<file path="src/design/layer_cfg_pkg.sv">
package layer_cfg_pkg;

    ////////////////////
    // Register map
    ////////////////////
    localparam logic [3:0] REG_CTRL0   = 4'd0;  // Mode and enable
    localparam logic [3:0] REG_CTRL1   = 4'd1;  // Map height and width
    localparam logic [3:0] REG_MAP_LO  = 4'd2;
    localparam logic [3:0] REG_MAP_HI  = 4'd3;
    localparam logic [3:0] REG_TILE_LO = 4'd4;
    localparam logic [3:0] REG_TILE_HI = 4'd5;
    localparam logic [3:0] REG_HSCR_LO = 4'd6;
    localparam logic [3:0] REG_HSCR_HI = 4'd7;
    localparam logic [3:0] REG_VSCR_LO = 4'd8;
    localparam logic [3:0] REG_VSCR_HI = 4'd9;

    localparam logic [15:0] TILE_BASE_RESET = 16'h8000;

    ////////////////////
    // Mode fields
    ////////////////////
    typedef enum logic [2:0] {
        MODE_TILE_2BPP = 3'd2,
        MODE_TILE_4BPP = 3'd3,
        MODE_TILE_8BPP = 3'd4,
        MODE_BMP_2BPP  = 3'd5,
        MODE_BMP_4BPP  = 3'd6,
        MODE_BMP_8BPP  = 3'd7
    } layer_mode_t;

    typedef enum logic [1:0] {DEPTH_2, DEPTH_4, DEPTH_8} color_depth_t;

    typedef enum logic [1:0] {SIZE_32, SIZE_64, SIZE_128, SIZE_256} map_size_t;

    function automatic color_depth_t mode_depth(layer_mode_t m);
        case (m)
            MODE_TILE_4BPP, MODE_BMP_4BPP: return DEPTH_4;
            MODE_TILE_8BPP, MODE_BMP_8BPP: return DEPTH_8;
            default: return DEPTH_2;
        endcase
    endfunction

    function automatic logic mode_is_bitmap(layer_mode_t m);
        return m >= MODE_BMP_2BPP;
    endfunction

endpackage

</file>
<file path="src/design/layer_bus_pkg.sv">
package layer_bus_pkg;

    typedef logic [15:0] bus_addr_t;   // Word address
    typedef logic [31:0] bus_data_t;
    typedef logic [7:0]  pixel_t;      // Color index
    typedef logic [9:0]  lb_idx_t;     // Line buffer slot, wraps below zero
    typedef logic [11:0] scroll_t;

    localparam int LINE_PIXELS = 640;

endpackage

</file>
<file path="src/design/layer_regs.sv">
module layer_regs (
    input  logic                      clk,
    input  logic                      rst,
    input  logic [3:0]                regs_addr,
    input  logic [7:0]                regs_wrdata,
    input  logic                      regs_write,
    output logic [7:0]                regs_rddata,
    output logic                      layer_enabled,
    output layer_cfg_pkg::layer_mode_t mode,
    output layer_cfg_pkg::map_size_t  map_width,
    output layer_cfg_pkg::map_size_t  map_height,
    output layer_bus_pkg::bus_addr_t  map_base,
    output layer_bus_pkg::bus_addr_t  tile_base,
    output layer_bus_pkg::scroll_t    hscroll,
    output layer_bus_pkg::scroll_t    vscroll
);
    import layer_cfg_pkg::*;

    // Readback, unused bits as zero
    always_comb begin
        case (regs_addr)
            REG_CTRL0:   regs_rddata = {mode, 4'b0000, layer_enabled};
            REG_CTRL1:   regs_rddata = {4'b0000, map_height, map_width};
            REG_MAP_LO:  regs_rddata = map_base[7:0];
            REG_MAP_HI:  regs_rddata = map_base[15:8];
            REG_TILE_LO: regs_rddata = tile_base[7:0];
            REG_TILE_HI: regs_rddata = tile_base[15:8];
            REG_HSCR_LO: regs_rddata = hscroll[7:0];
            REG_HSCR_HI: regs_rddata = {4'b0000, hscroll[11:8]};
            REG_VSCR_LO: regs_rddata = vscroll[7:0];
            REG_VSCR_HI: regs_rddata = {4'b0000, vscroll[11:8]};
            default:     regs_rddata = 8'h00;
        endcase
    end

    always_ff @(posedge clk or posedge rst) begin
        if (rst) begin
            mode          <= MODE_TILE_2BPP;
            layer_enabled <= 1'b0;
            map_width     <= SIZE_32;
            map_height    <= SIZE_32;
            map_base      <= '0;
            tile_base     <= TILE_BASE_RESET;
            hscroll       <= '0;
            vscroll       <= '0;
        end else if (regs_write) begin
            case (regs_addr)
                REG_CTRL0: begin
                    // Text modes 0 and 1 fall back to 2 bpp tiles
                    mode <= (regs_wrdata[7:5] < 3'd2) ? MODE_TILE_2BPP
                                                      : layer_mode_t'(regs_wrdata[7:5]);
                    layer_enabled <= regs_wrdata[0];
                end
                REG_CTRL1: begin
                    map_height <= map_size_t'(regs_wrdata[3:2]);
                    map_width  <= map_size_t'(regs_wrdata[1:0]);
                end
                REG_MAP_LO:  map_base[7:0]   <= regs_wrdata;
                REG_MAP_HI:  map_base[15:8]  <= regs_wrdata;
                REG_TILE_LO: tile_base[7:0]  <= regs_wrdata;
                REG_TILE_HI: tile_base[15:8] <= regs_wrdata;
                REG_HSCR_LO: hscroll[7:0]    <= regs_wrdata;
                REG_HSCR_HI: hscroll[11:8]   <= regs_wrdata[3:0];
                REG_VSCR_LO: vscroll[7:0]    <= regs_wrdata;
                REG_VSCR_HI: vscroll[11:8]   <= regs_wrdata[3:0];
                default: ;
            endcase
        end
    end

    // Host must not put unknown data on the port, even outside the map
    a_wr_known: assert property (@(posedge clk) disable iff (rst)
        (regs_write && regs_addr > REG_VSCR_HI) |-> !$isunknown(regs_wrdata));

endmodule

</file>
<file path="src/design/layer_addr_gen.sv">
module layer_addr_gen (
    input  layer_cfg_pkg::layer_mode_t mode,
    input  layer_cfg_pkg::map_size_t  map_width,
    input  layer_cfg_pkg::map_size_t  map_height,
    input  layer_bus_pkg::bus_addr_t  map_base,
    input  layer_bus_pkg::bus_addr_t  tile_base,
    input  layer_bus_pkg::scroll_t    hscroll,
    input  layer_bus_pkg::scroll_t    vscroll,
    input  logic [8:0]                line_idx,
    input  logic [7:0]                htile_cnt,
    input  logic                      word_cnt,
    input  layer_bus_pkg::bus_data_t  map_word,
    output layer_bus_pkg::bus_addr_t  map_addr,
    output layer_bus_pkg::bus_addr_t  tile_addr,
    output layer_bus_pkg::bus_addr_t  bitmap_line_addr,
    output logic                      line_sel,
    output logic                      tile_hflip,
    output logic [3:0]                tile_palette
);
    import layer_cfg_pkg::*;

    color_depth_t depth;
    logic [11:0]  scrolled_line;
    logic [7:0]   vmap, hmap, row, col;
    logic [15:0]  map_idx, tile_off, bmp_off;
    logic [15:0]  map_half;
    logic [2:0]   fine_line;
    logic [11:0]  line_x5;

    assign depth         = mode_depth(mode);
    assign scrolled_line = {3'b000, line_idx} + vscroll;
    assign vmap          = scrolled_line[10:3];
    assign hmap          = htile_cnt + hscroll[10:3];

    ////////////////////
    // Map wrap
    ////////////////////
    always_comb begin
        case (map_height)
            SIZE_32:  row = {3'b000, vmap[4:0]};
            SIZE_64:  row = {2'b00, vmap[5:0]};
            SIZE_128: row = {1'b0, vmap[6:0]};
            default:  row = vmap;
        endcase
        case (map_width)
            SIZE_32:  map_idx = {3'b000, row, hmap[4:0]};
            SIZE_64:  map_idx = {2'b00, row, hmap[5:0]};
            SIZE_128: map_idx = {1'b0, row, hmap[6:0]};
            default:  map_idx = {row, hmap};
        endcase
    end

    assign col      = hmap;  // Low bit picks the map halfword
    assign map_addr = map_base + {1'b0, map_idx[15:1]};
    assign map_half = col[0] ? map_word[31:16] : map_word[15:0];

    assign tile_hflip   = map_half[10];
    assign tile_palette = map_half[15:12];
    assign fine_line    = map_half[11] ? ~scrolled_line[2:0] : scrolled_line[2:0];
    assign line_sel     = fine_line[0];  // Two lines per word at 2 bpp

    ////////////////////
    // Tile and bitmap
    ////////////////////
    always_comb begin
        case (depth)
            DEPTH_8: tile_off = {2'b00, map_half[9:0], fine_line, word_cnt ^ tile_hflip};
            DEPTH_4: tile_off = {3'b000, map_half[9:0], fine_line};
            default: tile_off = {4'b0000, map_half[9:0], fine_line[2:1]};
        endcase
    end

    assign tile_addr = tile_base + tile_off;
    assign line_x5   = {3'b000, line_idx} + {1'b0, line_idx, 2'b00};

    always_comb begin
        case (depth)
            DEPTH_8: bmp_off = {1'b0, line_x5, 3'b000};
            DEPTH_4: bmp_off = {2'b00, line_x5, 2'b00};
            default: bmp_off = {3'b000, line_x5, 1'b0};
        endcase
    end

    assign bitmap_line_addr = tile_base + bmp_off;

endmodule

</file>
<file path="src/design/layer_fetch.sv">
module layer_fetch (
    input  logic                      clk,
    input  logic                      rst,
    input  logic                      line_render_start,
    input  layer_cfg_pkg::layer_mode_t mode,
    input  layer_bus_pkg::scroll_t    hscroll,
    input  layer_bus_pkg::bus_addr_t  map_addr,
    input  layer_bus_pkg::bus_addr_t  tile_addr,
    input  layer_bus_pkg::bus_addr_t  bitmap_line_addr,
    input  logic                      line_sel,
    input  logic                      tile_hflip,
    input  logic [3:0]                tile_palette,
    input  layer_bus_pkg::bus_data_t  bus_rddata,
    input  logic                      bus_ack,
    input  logic                      render_busy,
    input  logic                      line_done,
    output layer_bus_pkg::bus_addr_t  bus_addr,
    output logic                      bus_strobe,
    output logic [7:0]                htile_cnt,
    output logic                      word_cnt,
    output layer_bus_pkg::bus_data_t  map_word,
    output logic                      render_start,
    output layer_bus_pkg::bus_data_t  render_data,
    output logic [7:0]                render_attr
);
    import layer_cfg_pkg::*;
    import layer_bus_pkg::*;

    typedef enum logic [2:0] {
        WAIT_START, FETCH_MAP, WAIT_FETCH_MAP, FETCH_TILE, WAIT_FETCH_TILE, RENDER
    } fetch_state_t;

    fetch_state_t state;
    logic         strobe_r;
    bus_addr_t    bitmap_addr;
    bus_data_t    tile_data;
    logic         bitmap;
    logic         last_word;
    logic         col_odd;

    assign bitmap     = mode_is_bitmap(mode);
    assign last_word  = (mode_depth(mode) != DEPTH_8) || word_cnt;  // 8 bpp takes 2 words
    assign col_odd    = htile_cnt[0] ^ hscroll[3];
    assign bus_strobe = strobe_r & ~bus_ack;

    always_ff @(posedge clk or posedge rst) begin
        if (rst) begin
            state        <= WAIT_START;
            strobe_r     <= 1'b0;
            bus_addr     <= '0;
            bitmap_addr  <= '0;
            htile_cnt    <= '0;
            word_cnt     <= 1'b0;
            map_word     <= '0;
            tile_data    <= '0;
            render_start <= 1'b0;
            render_data  <= '0;
            render_attr  <= '0;
        end else begin
            render_start <= 1'b0;
            case (state)
                FETCH_MAP: begin
                    bus_addr <= map_addr;
                    strobe_r <= 1'b1;
                    state    <= WAIT_FETCH_MAP;
                end
                WAIT_FETCH_MAP: if (bus_ack) begin
                    map_word <= bus_rddata;
                    strobe_r <= 1'b0;
                    state    <= FETCH_TILE;
                end
                FETCH_TILE: begin
                    bus_addr    <= bitmap ? bitmap_addr : tile_addr;
                    bitmap_addr <= bitmap_addr + 16'd1;
                    strobe_r    <= 1'b1;
                    state       <= WAIT_FETCH_TILE;
                end
                WAIT_FETCH_TILE: if (bus_ack) begin
                    tile_data <= bus_rddata;
                    strobe_r  <= 1'b0;
                    state     <= RENDER;
                end
                RENDER: begin
                    if (!render_busy) begin
                        // 2 bpp tile line is one half of the word
                        if (mode == MODE_TILE_2BPP)
                            render_data <= {16'h0000,
                                            line_sel ? tile_data[31:16] : tile_data[15:0]};
                        else
                            render_data <= tile_data;
                        render_attr  <= bitmap ? {hscroll[11:8], 4'b0000}
                                               : {tile_palette, 3'b000, tile_hflip};
                        render_start <= 1'b1;
                        state        <= FETCH_TILE;
                        if (!bitmap) begin
                            if (last_word) begin
                                word_cnt  <= 1'b0;
                                htile_cnt <= htile_cnt + 8'd1;
                                if (col_odd)
                                    state <= FETCH_MAP;  // Map word holds 2 entries
                            end else begin
                                word_cnt <= 1'b1;
                            end
                        end
                    end
                    if (line_done)
                        state <= WAIT_START;
                end
                default: ;
            endcase

            if (line_render_start) begin
                htile_cnt <= '0;
                word_cnt  <= 1'b0;
                if (bitmap) begin
                    // No map for bitmaps, first word goes out at once
                    bus_addr    <= bitmap_line_addr;
                    bitmap_addr <= bitmap_line_addr + 16'd1;
                    strobe_r    <= 1'b1;
                    state       <= WAIT_FETCH_TILE;
                end else begin
                    state <= FETCH_MAP;
                end
            end
        end
    end

    a_addr_hold: assert property (@(posedge clk) disable iff (rst)
        (bus_strobe && !line_render_start) |=> $stable(bus_addr));

endmodule

</file>
<file path="src/design/layer_pixel_out.sv">
module layer_pixel_out #(
    parameter int LINE_PIXELS = layer_bus_pkg::LINE_PIXELS
) (
    input  logic                      clk,
    input  logic                      rst,
    input  layer_cfg_pkg::layer_mode_t mode,
    input  layer_bus_pkg::scroll_t    hscroll,
    input  logic                      line_render_start,
    input  logic                      render_start,
    input  layer_bus_pkg::bus_data_t  render_data,
    input  logic [7:0]                render_attr,
    output logic                      render_busy,
    output logic                      line_done,
    output layer_bus_pkg::lb_idx_t    linebuf_wridx,
    output layer_bus_pkg::pixel_t     linebuf_wrdata,
    output logic                      linebuf_wren
);
    import layer_cfg_pkg::*;
    import layer_bus_pkg::*;

    color_depth_t depth;
    logic [3:0]   xcnt, xcnt_next, ppw_m1, hx;
    logic         busy_r, busy_next, wren_next, reach;
    lb_idx_t      wr_idx, idx_next, idx_start;
    pixel_t       raw, pixel;

    assign depth = mode_depth(mode);
    assign reach = (wr_idx == lb_idx_t'(LINE_PIXELS));

    always_comb begin
        case (depth)
            DEPTH_8: ppw_m1 = 4'd3;
            DEPTH_4: ppw_m1 = 4'd7;
            default: ppw_m1 = mode_is_bitmap(mode) ? 4'd15 : 4'd7;
        endcase
    end

    ////////////////////
    // Pixel select
    ////////////////////
    assign hx = render_attr[0] ? (xcnt ^ ppw_m1) : xcnt;  // H-flip

    // Bytes ascending, MSB first within a byte
    always_comb begin
        case (depth)
            DEPTH_8: raw = render_data[{hx[1:0], 3'b000} +: 8];
            DEPTH_4: raw = {4'b0000, render_data[{hx[2:1], ~hx[0], 2'b00} +: 4]};
            default: raw = {6'b000000, render_data[{hx[3:2], ~hx[1:0], 1'b0} +: 2]};
        endcase
    end

    // Palette offset on low nonzero colors
    assign pixel = (raw[7:4] == 4'h0 && raw[3:0] != 4'h0) ? {render_attr[7:4], raw[3:0]} : raw;

    assign idx_start = mode_is_bitmap(mode) ? '0 : 10'd0 - {7'd0, hscroll[2:0]};

    always_comb begin
        xcnt_next = xcnt;
        busy_next = busy_r;
        idx_next  = wr_idx;
        wren_next = 1'b0;
        if (!reach && (busy_r || render_start)) begin
            if (xcnt == ppw_m1) begin
                xcnt_next = '0;
                busy_next = 1'b0;
            end else begin
                xcnt_next = xcnt + 4'd1;
                busy_next = 1'b1;
            end
            wren_next = 1'b1;
            idx_next  = wr_idx + 10'd1;
        end
        if (line_render_start) begin
            xcnt_next = '0;
            busy_next = 1'b0;
            idx_next  = idx_start;  // Sub-tile scroll
        end
    end

    assign render_busy = busy_next;

    always_ff @(posedge clk or posedge rst) begin
        if (rst) begin
            xcnt         <= '0;
            busy_r       <= 1'b0;
            wr_idx       <= '0;
            linebuf_wren <= 1'b0;
            line_done    <= 1'b0;
        end else begin
            xcnt         <= xcnt_next;
            busy_r       <= busy_next;
            wr_idx       <= idx_next;
            linebuf_wren <= wren_next;
            line_done    <= line_render_start ? 1'b0 : reach;
        end
    end

    always_ff @(posedge clk) begin
        if (wren_next) begin
            linebuf_wridx  <= wr_idx;
            linebuf_wrdata <= pixel;
        end
    end

    // Done only rises after the last write has left
    a_no_wr_done: assert property (@(posedge clk) disable iff (rst)
        linebuf_wren |-> !line_done);

endmodule

</file>
<file path="src/design/layer_renderer.sv">
module layer_renderer #(
    parameter int LINE_PIXELS = layer_bus_pkg::LINE_PIXELS
) (
    input  logic                     clk,
    input  logic                     rst,
    input  logic [8:0]               line_idx,
    input  logic                     line_render_start,
    output logic                     line_render_done,
    output logic                     layer_enabled,
    input  logic [3:0]               regs_addr,
    input  logic [7:0]               regs_wrdata,
    output logic [7:0]               regs_rddata,
    input  logic                     regs_write,
    output layer_bus_pkg::bus_addr_t bus_addr,
    input  layer_bus_pkg::bus_data_t bus_rddata,
    output logic                     bus_strobe,
    input  logic                     bus_ack,
    output layer_bus_pkg::lb_idx_t   linebuf_wridx,
    output layer_bus_pkg::pixel_t    linebuf_wrdata,
    output logic                     linebuf_wren
);
    import layer_cfg_pkg::*;
    import layer_bus_pkg::*;

    // Configuration
    layer_mode_t mode;
    map_size_t   map_width, map_height;
    bus_addr_t   map_base, tile_base;
    scroll_t     hscroll, vscroll;

    // Fetch addressing
    bus_addr_t   map_addr, tile_addr, bitmap_line_addr;
    logic        line_sel, tile_hflip;
    logic [3:0]  tile_palette;
    logic [7:0]  htile_cnt;
    logic        word_cnt;
    bus_data_t   map_word;

    // Fetch to pixel output
    logic        render_start, render_busy;
    bus_data_t   render_data;
    logic [7:0]  render_attr;

    layer_regs u_regs (
        .clk, .rst, .regs_addr, .regs_wrdata, .regs_write, .regs_rddata,
        .layer_enabled, .mode, .map_width, .map_height,
        .map_base, .tile_base, .hscroll, .vscroll
    );

    layer_addr_gen u_addr_gen (
        .mode, .map_width, .map_height, .map_base, .tile_base, .hscroll, .vscroll,
        .line_idx, .htile_cnt, .word_cnt, .map_word,
        .map_addr, .tile_addr, .bitmap_line_addr, .line_sel, .tile_hflip, .tile_palette
    );

    layer_fetch u_fetch (
        .clk, .rst, .line_render_start, .mode, .hscroll,
        .map_addr, .tile_addr, .bitmap_line_addr, .line_sel, .tile_hflip, .tile_palette,
        .bus_rddata, .bus_ack, .render_busy,
        .line_done (line_render_done),
        .bus_addr, .bus_strobe, .htile_cnt, .word_cnt, .map_word,
        .render_start, .render_data, .render_attr
    );

    layer_pixel_out #(
        .LINE_PIXELS (LINE_PIXELS)
    ) u_pixel_out (
        .clk, .rst, .mode, .hscroll, .line_render_start,
        .render_start, .render_data, .render_attr, .render_busy,
        .line_done (line_render_done),
        .linebuf_wridx, .linebuf_wrdata, .linebuf_wren
    );

endmodule

</file>
<file path="config.mk">
export PLATFORM = sky130hd
export DESIGN_NAME = layer_renderer
export DESIGN_NICKNAME = d
export VERILOG_FILES = /design/src/design/layer_cfg_pkg.sv /design/src/design/layer_bus_pkg.sv /design/src/design/layer_regs.sv /design/src/design/layer_addr_gen.sv /design/src/design/layer_fetch.sv /design/src/design/layer_pixel_out.sv /design/src/design/layer_renderer.sv
export SDC_FILE = /design/constraint.sdc
export NUM_CORES = 1
export LEC_CHECK = 0
export ABC_AREA = 1
export BUFFER_PORTS_ARGS = -buffer_cell sky130_fd_sc_hd__buf_2
export CAP_MARGIN = 20
export CORE_ASPECT_RATIO = 0.6
export CORE_MARGIN = 1.5
export CORE_UTILIZATION = 45
export CTS_CLUSTER_DIAMETER = 40
export CTS_CLUSTER_SIZE = 40
export DETAILED_ROUTE_END_ITERATION = 7
export PLACE_DENSITY = 0.62
export SYNTH_ARGS = -nofsm -noshare
export SYNTH_HDL_FRONTEND = slang
export SYNTH_SLANG_ARGS = --single-unit
export TNS_END_PERCENT = 1
</file>
<file path="constraint.sdc">
create_clock -name clk -period 15.35 [get_ports clk]
set_input_delay 1.535 -clock clk [delete_from_list [all_inputs] [get_ports clk]]
set_output_delay 1.535 -clock clk [all_outputs]
set_load 0.02 [all_outputs]
</file>
==> flow_metrics.py, run 1 <==
metrics = {
    "final_layout": {
        "final_nets": 2482,
        "drive_gt1_share_pct": 8.791,
        "finalNonFillerCells": 2834,
        "area_growth_pct": 12.36,
    },
    "worst_setup_path": {
        "startpoint": "regs_addr[0]",
        "start_kind": "input pin",
        "crit_type": "input pin to primary output",
        "timing.rr.start": "u_regs.mode[0]",
        "critPathCaptureType": "primary output",
        "crit_fanout": 8,
        "ff2ff_path_depth": 24,
        "worstPathArrival_ns": 3.58,
        "timing.rr.end": "u_fetch.bitmap_addr[15]",
        "crit_required_ns": 13.82,
        "r2r_slack_ns": 10.28,
        "endpoint": "regs_rddata[6]",
    },
    "clock_network": {
        "cts_buffers": 31,
        "cts_sinks": 246,
        "cts_resized": 0,
        "insertion_delay_ns": 0.59,
        "cts_buffer_depth": 3,
        "post-cts-setup-buffers": 0,
        "htreeDepth": 1,
        "cts_tree": "done",
        "postCtsHoldBufs": 0,
        "clkTransAtPathRegs_ns": 0.07,
        "clock-root-buffer": "clkbuf_16",
    },
    "synthesis": {
        "syn-cell-area_um2": 16390,
        "yosys.area_share.simple_pct": 24.53,
        "synth-edff-count": 18,
        "synth-compound-area-share_pct": 17.93,
        "synth-xor-area-share_pct": 2.879,
        "synth-main-ff-cell": "dfrtp_1",
        "synthAdderAreaFrac_pct": 6.536,
        "yosys.area.top_type": "dfrtp_1",
        "synth_top_family_by_area": "simple AND/OR/NAND/NOR gates",
        "synth.top_cells.by_count": "nand2_1 (592), inv_1 (330), o21ai_0 (229), dfrtp_1 (226), nand3_1 (182)",
        "yosys_warnings": 0,
        "synth_nets": 2395,
        "synth_top_area_share_pct": 34.51,
        "synth_area_leaders": "dfrtp_1 (35%), nand2_1 (14%), inv_1 (7.6%)",
        "async_flop_share_pct": 92.68,
        "yosysMostFrequentCell": "nand2_1",
        "syn_avg_cell_area_um2": 7.266,
        "synthCells": 2255,
        "synth.yosys.seq_area_share_pct": 38.13,
        "ys_ff_latch": 246,
        "yosysUniqueCellTypes": 59,
        "synthMuxAreaShare_pct": 0.4352,
    },
    "detailed_routing": {
        "ant_nets": 0,
        "wirelength_um": 57560,
        "vias": 15980,
        "viasPerCell": 5.640,
        "drtIter0Drc": 1679,
        "drcViolationCount": 0,
        "dr.pass1.iters": 7,
        "wl_per_cell_um": 20.31,
    },
    "place": {
        "dp_hpwl_um": 44940,
        "dp_slack_ns": 9.964,
        "port_buffers": 103,
        "gp_congestion": 1.017,
        "placed_cells": 2775,
    },
    "global_routing": {
        "grt_usage_pct": 30.76,
        "grt_pass1_wl_um": 87670,
        "grt_max_degree": 88,
        "overflow": 0,
        "antenna_found_initial": 1,
        "grt_pass1_vias": 14550,
    },
    "pwr": {
        "leakage_nw": 9.375,
        "finalPower_mw": 3.937,
        "irDropWorstVdd_mv": 0.1060,
        "power_density_nw_per_um2": 213.8,
    },
    "job": {
        "timing.max_cap.violations": 0,
    },
    "timing": {
        "rsz0062_at_grt": "no",
        "timing.final.ws_setup_ns": 10.23,
        "fmax_mhz": 195.3,
        "period_minus_slack_ns": 5.120,
        "maxSlewHeadroom_pct": 32.24,
        "setup_viol": 0,
        "fin_crit_sh_pct": 33.35,
        "skew_ns": 0.03701,
        "worst_pin_slew_ns": 1.016,
        "fin_tns_setup_ns": 0,
        "hold_viol": 0,
        "report.final.slew_viol_count": 0,
    },
    "floorplan": {
        "dieArea_um2": 37600,
        "core_um2": 35410,
        "num_rows": 53,
        "initial_core_util_pct": 46.27,
        "die_x_um": 249.4,
        "die_h_um": 150.8,
        "io_pins": 104,
    },
    "hold_path": {
        "hold_path.class": "flip-flop to flip-flop",
    },
    "outcome": {
        "status": "finished clean",
    },
}
-- kinds of logic (layout without fill, tap and decap cells) --
| group | after synthesis | after routing |
|---|---|---|
| muxes | 7 | 7 |
| other | 0 | 1 |
| xor gates and xnor gates | 53 | 53 |
| buffers and inverters | 404 | 515 |
| DFF | 246 | 246 |
| adders and majority gates | 82 | 82 |
| and+or+nand+nor | 966 | 966 |
| AOI/OAI and AO/OA | 497 | 497 |
-- routing by layer --
metal,up-vias,global-route usage [%],routed length [µm]
met2,697,38.20,20180
met1,7555,49.44,29150
met4,0,5.549,1015
li1,7668,-,-
met3,64,10.62,7216
met5,-,0,0
-- where the power goes --
group          internal (mW)  switching [mW]  total, mW
Combinational          0.620            1.45       2.07
Clock                  0.445           0.310      0.756
Sequential             0.915           0.198       1.11
Total                   1.98            1.96       3.94
-- metrics by stage --
step	util (%)	hold slack [ns]	instance area [µm²]
floorplan	-	0.4249	16390
global placement	48.93	0.4366	17330
CTS	51.93	0.4670	18390
detailed placement	48.93	0.4440	17330
finish	51.99	0.4641	18410
global route	51.99	0.4706	18410
-- sequential cells by signal (all words and copies together) (netlist names), 12 cells and up --
| name | cells |
|---|---|
| u_fetch.bus_addr | 16 |
| u_regs.map_base | 16 |
| u_regs.vscroll | 12 |
| u_fetch.tile_data | 32 |
| u_fetch.bitmap_addr | 16 |
| u_regs.hscroll | 12 |
| u_fetch.map_word | 32 |
| u_fetch.render_data | 32 |
| u_regs.tile_base | 16 |
-- worst max-delay path, stage by stage --
cell	delay (ns)
buf_2	0.11
inv_1	0.04
nor2_1	0.38
inv_1	0.11
nor2_1	0.42
inv_1	0.10
o21ai_0	0.37
a221oi_1	0.11
o2111ai_1	0.16
buf_2	0.24
-- final cells by class --
| cell class | instances | area [µm²] |
|---|---|---|
| fillers | 3566 | 17000 |
| multi-input cells | 1605 | 8581 |
| flip-flops and latches | 246 | 6248 |
| inverters | 338 | 1277 |
| clock buffers | 39 | 845.8 |
| repair buffers | 120 | 655.6 |
| well taps | 467 | 584.3 |
| clock inverters | 18 | 215.2 |
| diodes | 1 | 2.502 |
-- how the worst min path moves through the flow --
stage	startpoint	to	slack, ns	cells after the start
floorplan	u_pixel_out.wr_idx[3]	u_pixel_out.linebuf_wridx[3]	0.42	0
global placement	u_pixel_out.wr_idx[6]	u_pixel_out.linebuf_wridx[6]	0.44	0
detailed placement	u_pixel_out.wr_idx[6]	u_pixel_out.linebuf_wridx[6]	0.44	0
CTS	u_pixel_out.wr_idx[6]	u_pixel_out.linebuf_wridx[6]	0.47	0
global route	u_pixel_out.wr_idx[6]	u_pixel_out.linebuf_wridx[6]	0.47	0
finish	u_pixel_out.wr_idx[6]	u_pixel_out.linebuf_wridx[6]	0.46	0
-- cell usage in the layout (no fill, tap or decap), types with 29 or more instances in the layout --
cell type and n:
inv_1 329, a21oi_1 86, o211ai_1 38, dfrtp_1 226, ha_1 76, nand3_1 182, o21ai_1 29, xor2_1 32
nor2_1 124, clkbuf_16 31, o21ai_0 229, buf_2 103, nand2_1 590
No activity file was read; power rests on OpenSTA's default activity.
==> run 2: changes to the inputs <==
clock period = 5.3 ns   (was 15.35 ns; I/O delays follow)
==> run 2 against run 1 <==
- hold slack got worse by 0.21 ns
- clock skew decreased by 0.010 ns
- sequential power increased to 2.9 times the previous value
- critical path depth increased by 10
- sequential cell count unchanged
- global-route usage decreased by 0.48 points
- setup slack got worse by 9.7 ns
- combinational power increased to 2.8 times the previous value
- clock power increased to 3.1 times the previous value
- routed wire length decreased by 1.7%
- register-to-register slack got worse by 9.7 ns
- total power increased to 2.9 times the previous value
- critical endpoint is now u_fetch.bus_addr[7]
- largest cell class unchanged
- largest power group unchanged
==> flow_metrics.py, run 2 (synthesis gave the netlist of run 1 again) <==
metrics = {
    "outcome": {
        "status": "finished clean",
    },
    "timing": {
        "hold_viol": 0,
        "period_minus_slack_ns": 4.767,
        "rsz0062_at_grt": "no",
        "report.final.slew_viol_count": 0,
        "maxSlewHeadroom_pct": 28.96,
        "worst_pin_slew_ns": 1.066,
        "fin_crit_sh_pct": 89.95,
        "fmax_mhz": 209.8,
        "fin_tns_setup_ns": 0,
        "setup_viol": 0,
        "skew_ns": 0.02665,
    },
    "clock_network": {
        "post-cts-setup-buffers": 0,
        "insertion_delay_ns": 0.54,
        "cts_buffer_depth": 3,
        "htreeDepth": 2,
        "cts_buffers": 35,
        "clkTransAtPathRegs_ns": 0.07,
        "cts_tree": "done",
        "cts_sinks": 246,
        "cts_resized": 0,
        "clock-root-buffer": "clkbuf_16",
    },
    "worst_setup_path": {
        "crit_required_ns": 5.69,
        "ff2ff_path_depth": 20,
        "critPathCaptureType": "flip-flop",
        "crit_chain": "inv_1, a21oi_1, inv_1, a21oi_1, inv_1, ha_1, nor2_1, inv_1, o221ai_1, ha_1, a21oi_1, nand2_1, nand3_1, nand2_1, a21oi_1, o21ai_0, o211ai_1, nand4_1, o21ai_0, inv_1",
        "path_delay_family": "compound AO/OA/AOI/OAI gates",
        "r2r_slack_ns": 0.53,
        "timing.rr.start": "u_regs.mode[0]",
        "crit_buf_inv": 5,
        "crit_fanout": 21,
        "critical_path.slowest_cell": "ha_1",
        "cp_common_cell": "inv_1",
        "critical_path.max_stage_delay_ns": 0.55,
        "crit_type": "flip-flop to flip-flop",
        "timing.rr.end": "u_fetch.bus_addr[7]",
        "worstPathArrival_ns": 5.16,
        "start_kind": "flip-flop",
    },
    "place": {
        "dp_hpwl_um": 43790,
        "placed_cells": 2774,
        "port_buffers": 103,
        "gp_congestion": 1.016,
    },
    "pwr": {
        "irDropWorstVdd_mv": 0.2237,
        "power_density_nw_per_um2": 610.2,
        "leakage_nw": 9.442,
    },
    "global_routing": {
        "use_met3_pct": 9.332,
        "grt_util_met2_pct": 38.60,
        "grt_usage_pct": 30.28,
        "antenna_found_initial": 2,
        "overflow": 0,
        "grt_pass1_vias": 14390,
        "grt_most_used_layer": "met1",
        "use_met1_pct": 48.52,
        "grt_max_degree": 175,
        "grt_pass1_wl_um": 86070,
    },
    "floorplan": {
        "die_x_um": 249.4,
        "num_rows": 53,
        "io_pins": 104,
        "dieArea_um2": 37600,
        "core_um2": 35410,
        "initial_core_util_pct": 46.27,
        "die_h_um": 150.8,
    },
    "hold_path": {
        "hold_path.class": "input pin to flip-flop",
        "worstHoldStart": "bus_rddata[10]",
        "whs_path_depth": 3,
        "hold_end": "u_fetch.tile_data[10]",
    },
    "detailed_routing": {
        "ant_nets": 0,
        "wirelength_um": 56560,
        "viasPerCell": 5.593,
        "vias": 15880,
        "drtIter0Drc": 1619,
        "drcViolationCount": 0,
        "dr.pass1.iters": 5,
        "wl_per_cell_um": 19.92,
    },
    "final_layout": {
        "mostFrequentLayoutCells": "nand2_1 (590), inv_1 (329), o21ai_0 (229)",
        "final_nets": 2487,
        "reg_top3": "u_fetch.map_word: 32 flops, u_fetch.render_data: 32 flops, u_fetch.tile_data: 32 flops",
        "layout_commonest_cell": "nand2_1",
        "area_growth_pct": 13.19,
        "finalNonFillerCells": 2839,
        "drive_gt1_share_pct": 9.068,
    },
    "job": {
        "timing.max_cap.violations": 0,
    },
}
run 2: worst max path at each step:
stage	from	to	slack [ns]	cells past startpoint
floorplan	u_regs.mode[1]	u_fetch.bitmap_addr[12]	1.31	24
global placement	u_regs.hscroll[3]	u_fetch.bus_addr[7]	0.77	15
detailed placement	u_regs.mode[0]	u_fetch.bus_addr[7]	0.84	20
CTS	u_regs.mode[0]	u_fetch.bus_addr[7]	0.78	20
global route	u_regs.mode[0]	u_fetch.bus_addr[7]	0.25	20
finish	u_regs.mode[0]	u_fetch.bus_addr[7]	0.53	20
run 2: timing repair:
action	in CTS	in global routing
hold endpoints to repair	12	0
endpoints found under the setup margin	0	0
hold buffers	1	0
run 2: final cells by class:
type / count / area [µm²]
diodes: 1 / 2.502
clock buffers: 38 / 907.1
clock inverters: 23 / 251.5
fillers: 3520 / 16860
inverters: 338 / 1274
multi-input cells: 1605 / 8581
flip-flops and latches: 246 / 6248
well taps: 467 / 584.3
repair buffers: 121 / 698.2
run 2: power breakdown:
part	switching [mW]	internal, mW
logic	3.91	1.80
registers	0.594	2.65
clock network	1.02	1.34
run 2: worst reg2reg max path, cell delays in order, from the launching register on:
cell and delay, ns:
dfrtp_1 0.43, inv_1 0.10, a21oi_1 0.13, inv_1 0.06
a21oi_1 0.18, inv_1 0.07, ha_1 0.55, nor2_1 0.12
inv_1 0.51, o221ai_1 0.30, ha_1 0.41, a21oi_1 0.15
nand2_1 0.13, nand3_1 0.09, nand2_1 0.13, a21oi_1 0.15
o21ai_0 0.11, o211ai_1 0.19, nand4_1 0.32, o21ai_0 0.40
inv_1 0.09
run 2: through the flow:
step	worst slack, ns	utilization [%]	hold slack (ns)	cell area, µm²	power (mW)
2_1_floorplan	1.307	-	0.4249	16390	6.996
3_3_place_gp	0.7709	48.97	0.4327	17340	8.794
3_5_place_dp	0.8422	48.97	0.4404	17340	8.809
4_1_cts	0.7762	52.27	0.2343	18510	11.21
5_1_grt	0.2489	52.37	0.2733	18540	12.15
6_report	0.5326	52.37	0.2523	18550	11.32
run 2: metal layers:
layer	vias up	part of all wire [%]
li1	7681	-
met1	7500	51
met2	640	36
met3	57	11
met4	0	1.4
met5	-	0
